File: src/source/pagePkg.sv
package pagePkg;

  localparam int vmaWidth = 14;
  localparam int physWidth = 13;
  localparam int ptIndexWidth = 8;
  localparam int dirIndexWidth = 7;
  localparam int dirTagWidth = 6;
  localparam int halfWidth = 18;
  localparam int failCodeWidth = 3;

  localparam logic [failCodeWidth-1:0] failNone = 3'd0;
  localparam logic [failCodeWidth-1:0] failParity = 3'd1;
  localparam logic [failCodeWidth-1:0] failNoAccess = 3'd2;
  localparam logic [failCodeWidth-1:0] failWrite = 3'd3;
  localparam logic [failCodeWidth-1:0] failPrivate = 3'd4;

  // One page table half, MSB is bit 0 of the half
  typedef struct packed {
    logic access;
    logic public;
    logic writable;
    logic software;
    logic cache;
    logic [physWidth-1:0] page;
  } ptFields;

  // Raw view is the bus word, also what parity covers
  typedef union packed {
    logic [halfWidth-1:0] raw;
    ptFields f;
  } ptHalf;

endpackage

File: src/source/pageCheck.sv
module pageCheck (
  input  logic clk,
  input  logic rstN,
  input  logic resRef,
  input  logic hit,
  input  pagePkg::ptHalf entryHalf,
  input  logic halfPar,
  input  logic resUser,
  input  logic resWrite,
  input  logic resPaged,
  input  logic resPrivate,
  input  logic [14:14+pagePkg::physWidth-1] resLow,
  output logic resStrobe,
  output logic pageOk,
  output logic pageRefill,
  output logic pageFail,
  output logic [pagePkg::failCodeWidth-1:0] failCode,
  output logic [14:14+pagePkg::physWidth-1] physPage
);

  logic unpaged;
  logic parityBad;
  logic nextOk;
  logic nextRefill;
  logic nextFail;
  logic [pagePkg::failCodeWidth-1:0] nextCode;
  logic [14:14+pagePkg::physWidth-1] nextPhys;

  always_comb begin
    // User references are always translated
    unpaged = !resPaged && !resUser;
    // Good halves carry odd parity
    parityBad = ~^{entryHalf.raw, halfPar};
    nextOk = 1'b0;
    nextRefill = 1'b0;
    nextFail = 1'b0;
    nextCode = pagePkg::failNone;
    nextPhys = resLow;
    if (resRef) begin
      if (unpaged) begin
        nextOk = 1'b1;
      end else if (!hit) begin
        nextRefill = 1'b1;
      end else begin
        nextFail = 1'b1;
        if (parityBad) begin
          nextCode = pagePkg::failParity;
        end else if (!entryHalf.f.access) begin
          nextCode = pagePkg::failNoAccess;
        end else if (resWrite && !entryHalf.f.writable) begin
          nextCode = pagePkg::failWrite;
        end else if (resPrivate && !entryHalf.f.public) begin
          nextCode = pagePkg::failPrivate;
        end else begin
          nextFail = 1'b0;
          nextOk = 1'b1;
          nextPhys = entryHalf.f.page;
        end
      end
    end
  end

  always_ff @(posedge clk or negedge rstN) begin
    if (!rstN) begin
      resStrobe <= 1'b0;
      pageOk <= 1'b0;
      pageRefill <= 1'b0;
      pageFail <= 1'b0;
      failCode <= pagePkg::failNone;
    end else begin
      resStrobe <= resRef;
      pageOk <= nextOk;
      pageRefill <= nextRefill;
      pageFail <= nextFail;
      failCode <= nextCode;
    end
  end

  always_ff @(posedge clk) begin
    physPage <= nextPhys;
  end

  outcomeExclusive: assert property (@(posedge clk) disable iff (!rstN)
    $onehot0({pageOk, pageRefill, pageFail}))
    else $error("more than one pager outcome");

  outcomeWithStrobe: assert property (@(posedge clk) disable iff (!rstN)
    (pageOk || pageRefill || pageFail) |-> resStrobe)
    else $error("pager outcome without result strobe");

endmodule

File: config.mk
export PLATFORM = sky130hd
export DESIGN_NAME = pageCheck
export DESIGN_NICKNAME = d
export VERILOG_FILES = /design/src/source/pagePkg.sv /design/src/source/pageCheck.sv
export SDC_FILE = /design/constraint.sdc
export NUM_CORES = 1
export LEC_CHECK = 0
export ABC_AREA = 1
export BUFFER_PORTS_ARGS = -buffer_cell sky130_fd_sc_hd__buf_4
export CELL_PAD_IN_SITES_DETAIL_PLACEMENT = 2
export CELL_PAD_IN_SITES_GLOBAL_PLACEMENT = 2
export CORE_MARGIN = 3
export CORE_UTILIZATION = 23
export DETAILED_ROUTE_END_ITERATION = 12
export PLACE_DENSITY = 0.93
export SLEW_MARGIN = 10
export SYNTH_ARGS = -nofsm -noshare
export SYNTH_HDL_FRONTEND = slang
export SYNTH_SLANG_ARGS = --single-unit
File: constraint.sdc
create_clock -name clk -period 1 [get_ports clk]
set_input_delay 0.15 -clock clk [delete_from_list [all_inputs] [get_ports clk]]
set_output_delay 0.15 -clock clk [all_outputs]
set_load 0.05 [all_outputs]
==> run summary <==
Status -> finished with violations
Violated checks -> hold timing, setup timing
Fin crit period -> 1.51 ns
Residual DRC count -> 0
Critical Path End Type -> flop
Syn_nets -> 227
DP Worst Slack -> -0.728 ns
Period utilization -> 1.51
Die area -> 6000 um^2
Top cell type's share of synthesized area -> 0.326
Std cell rows -> 25
Clk sinks -> 20
Vias per inst -> 4.97
Crit path max-delay cell type -> nand4_1
Ant diodes -> 0
Hold Crit Start -> resRef
CP bufs+invs -> 3
Global Route Usage Sum -> 0.257
Die Span Y -> 77.4 um
DP Cell Count -> 327
Pin count of the biggest net entering global routing -> 12
Crit path cell chain -> buf_8 -> nor2_4 -> inv_2 -> nand2_4 -> nand2_2 -> nand2_2 -> nand2_1 -> nand2_2 -> nand2_4 -> nand2_4 -> nand2_4 -> nand2_8 -> buf_12 -> nand4_1 -> nand2_2
Final-layout fill cell count -> 544
Via count -> 1684
Design area -> 2450 um^2
Async S/R FF share, synth -> 0.350
Post-synth top area cell -> nand2_1
Power per cell area -> 1280 nW/um^2
Initial detailed-routing violation count -> 56
Core footprint -> 4820 um^2
CP top delay family -> simple AND/OR/NAND/NOR gates
Hold slack -> -0.00817 ns
# IOs -> 60
Initial Util -> 0.244
GPL Wtd Cong -> 0.769
Slew Viols, Final -> 0
CP Launch Type -> input port
Yosys warning count -> 0
Relative slew slack -> 0.726
Area post-placement -> 1840 um^2
CTS tree -> yes
Most frequent cells in the layout -> buf_4 (57), nand2_2 (42), nand2_1 (42)
Die width -> 77.4 um
Worst-path clk slew -> 0.10 ns
Area grow syn2layout -> 109%
RSZ-0062 raised after global routing -> yes
Synth Register Bits -> 20
Mean Syn Cell Area -> 6.28 um^2
DR pass1 iterations -> 4
CP max FO -> 7
Final WL -> 9210 um
Setup CP Type -> in -> reg
Worst EP required -> 1.22 ns
Port bufs -> 59
Detail Placement HPWL -> 4310 um
Fin nets -> 313
CP max stage delay -> 0.19 ns
Final hold vios -> 1
Top post-synthesis cells by area -> nand2_1 (33%), dfxtp_1 (22%), dfrtp_1 (15%), nand4_1 (5.9%), inv_1 (5.8%)
Sequential area share after synthesis -> 0.371
FMAX -> 662 MHz
Number of library cell types mapped by synthesis -> 21
Number of routed nets with antenna violations -> 0
Post-synth EDFFs -> 0
Critical Path AT -> 1.73 ns
H-tree depth -> 1
Vias in the first global route -> 1822
Congestion Overflow GR -> 0
Mapped Cells -> 187
Mapped Area -> 1170 um^2
Worst Hold Depth -> 1
Worst vdd ir -> 0.567 mV
Post-Layout Cell Count -> 339
P_leak -> 1.27 nW
Fin util -> 0.509
Routed length per placed instance -> 27.2 um
Setup violators final -> 24
Setup ws final -> -0.511 ns
Worst min-delay path endpoint -> resStrobe
Slew @ Worst Pin -> 0.411 ns
Clock Path Buffers -> 2
Tot Pwr -> 3.14 mW
Post-synth top flop -> dfxtp_1
First-pass GRT wire length -> 11600 um
Share of cells above drive strength 1 -> 0.688
Root buffer cell -> clkbuf_8
Max Cap Viol -> 0
Worst min-delay path category -> in -> reg
Antenna violations before repair -> 0
Most common cell after layout, fill and taps aside -> buf_4
Total CTS buffers -> 3
-- Yosys cell counts, types with 2 or more instances --
library cell  number
inv_2              4
nand4_1           11
nand2_2            2
clkbuf_1           2
xor2_1             2
mux2_2             2
nand3_1            6
dfrtp_1            7
nor2_1             9
nand2_1          102
dfxtp_1           13
inv_1             18
-- through the flow --
step	hold WS, ns	TNS (ns)
floorplan	-0.146	-3.63
global placement	-0.0376	-8.03
detailed placement	-0.0241	-11.17
CTS	0.0107	-4.60
global route	-0.00939	-9.31
finish	-0.00817	-8.03
-- worst max path at each step --
stage	from	endpoint	slack, ns	cells after the start
4_1_cts	entryHalf[0]	physPage[23]	-0.30	16
5_1_grt	entryHalf[6]	physPage[23]	-0.58	15
2_1_floorplan	entryHalf[1]	physPage[15]	-0.26	13
3_5_place_dp	entryHalf[7]	physPage[19]	-0.73	15
6_report	entryHalf[7]	physPage[21]	-0.51	15
3_3_place_gp	entryHalf[8]	physPage[22]	-0.51	15
-- cells by family (layout without fill, tap and decap cells) --
group | after synthesis | count (layout) | synth area share
AO/OA/AOI/OAI | 3 | 3 | 0.0224
XOR/XNOR | 2 | 2 | 0.0149
buffers and inverters | 26 | 110 | 0.0927
flip-flops | 20 | 20 | 0.371
multiplexers | 2 | 2 | 0.0192
AND/OR/NAND/NOR | 134 | 135 | 0.480
-- repair_timing --
action | in CTS | in global routing
pin swaps | 41 | 31
setup endpoints to repair | 22 | 26
resized for setup | 76 | 72
gates cloned | 2 | 0
hold buffers | 1 | 0
hold endpoints to repair | 7 | 0
buffers inserted | 2 | 4
-- per-layer routing --
| layer | global-route usage | part of all wire |
|---|---|---|
| met1 | 0.301 | 0.41 |
| met2 | 0.479 | 0.52 |
| met3 | 0.0267 | 0.033 |
| met4 | 0.0907 | 0.035 |
| met5 | 0 | 0 |
-- report_power, final --
| part | internal (mW) | leakage (nW) | switching [mW] |
|---|---|---|---|
| sequential | 0.858 | 0.202 | 0.0359 |
| combinational | 0.610 | 1.03 | 0.920 |
| clock | 0.354 | 0.0288 | 0.366 |
| total | 1.82 | 1.27 | 1.32 |
-- flip-flops by register name, indices dropped and copies added, names as in the netlist --
register,cells
physPage,13
failCode,3
pageFail,1
pageOk,1
pageRefill,1
resStrobe,1
-- final cells by class --
class	count	area [um^2]	share of cell area
multi-input combinational	142	1000	0.409
sequential	20	438	0.179
tap	67	83.8	0.0342
clock buffer	4	55.1	0.0225
inverter	22	90.1	0.0368
timing repair buffer	84	781	0.319
(Power assumes the default switching activity.)
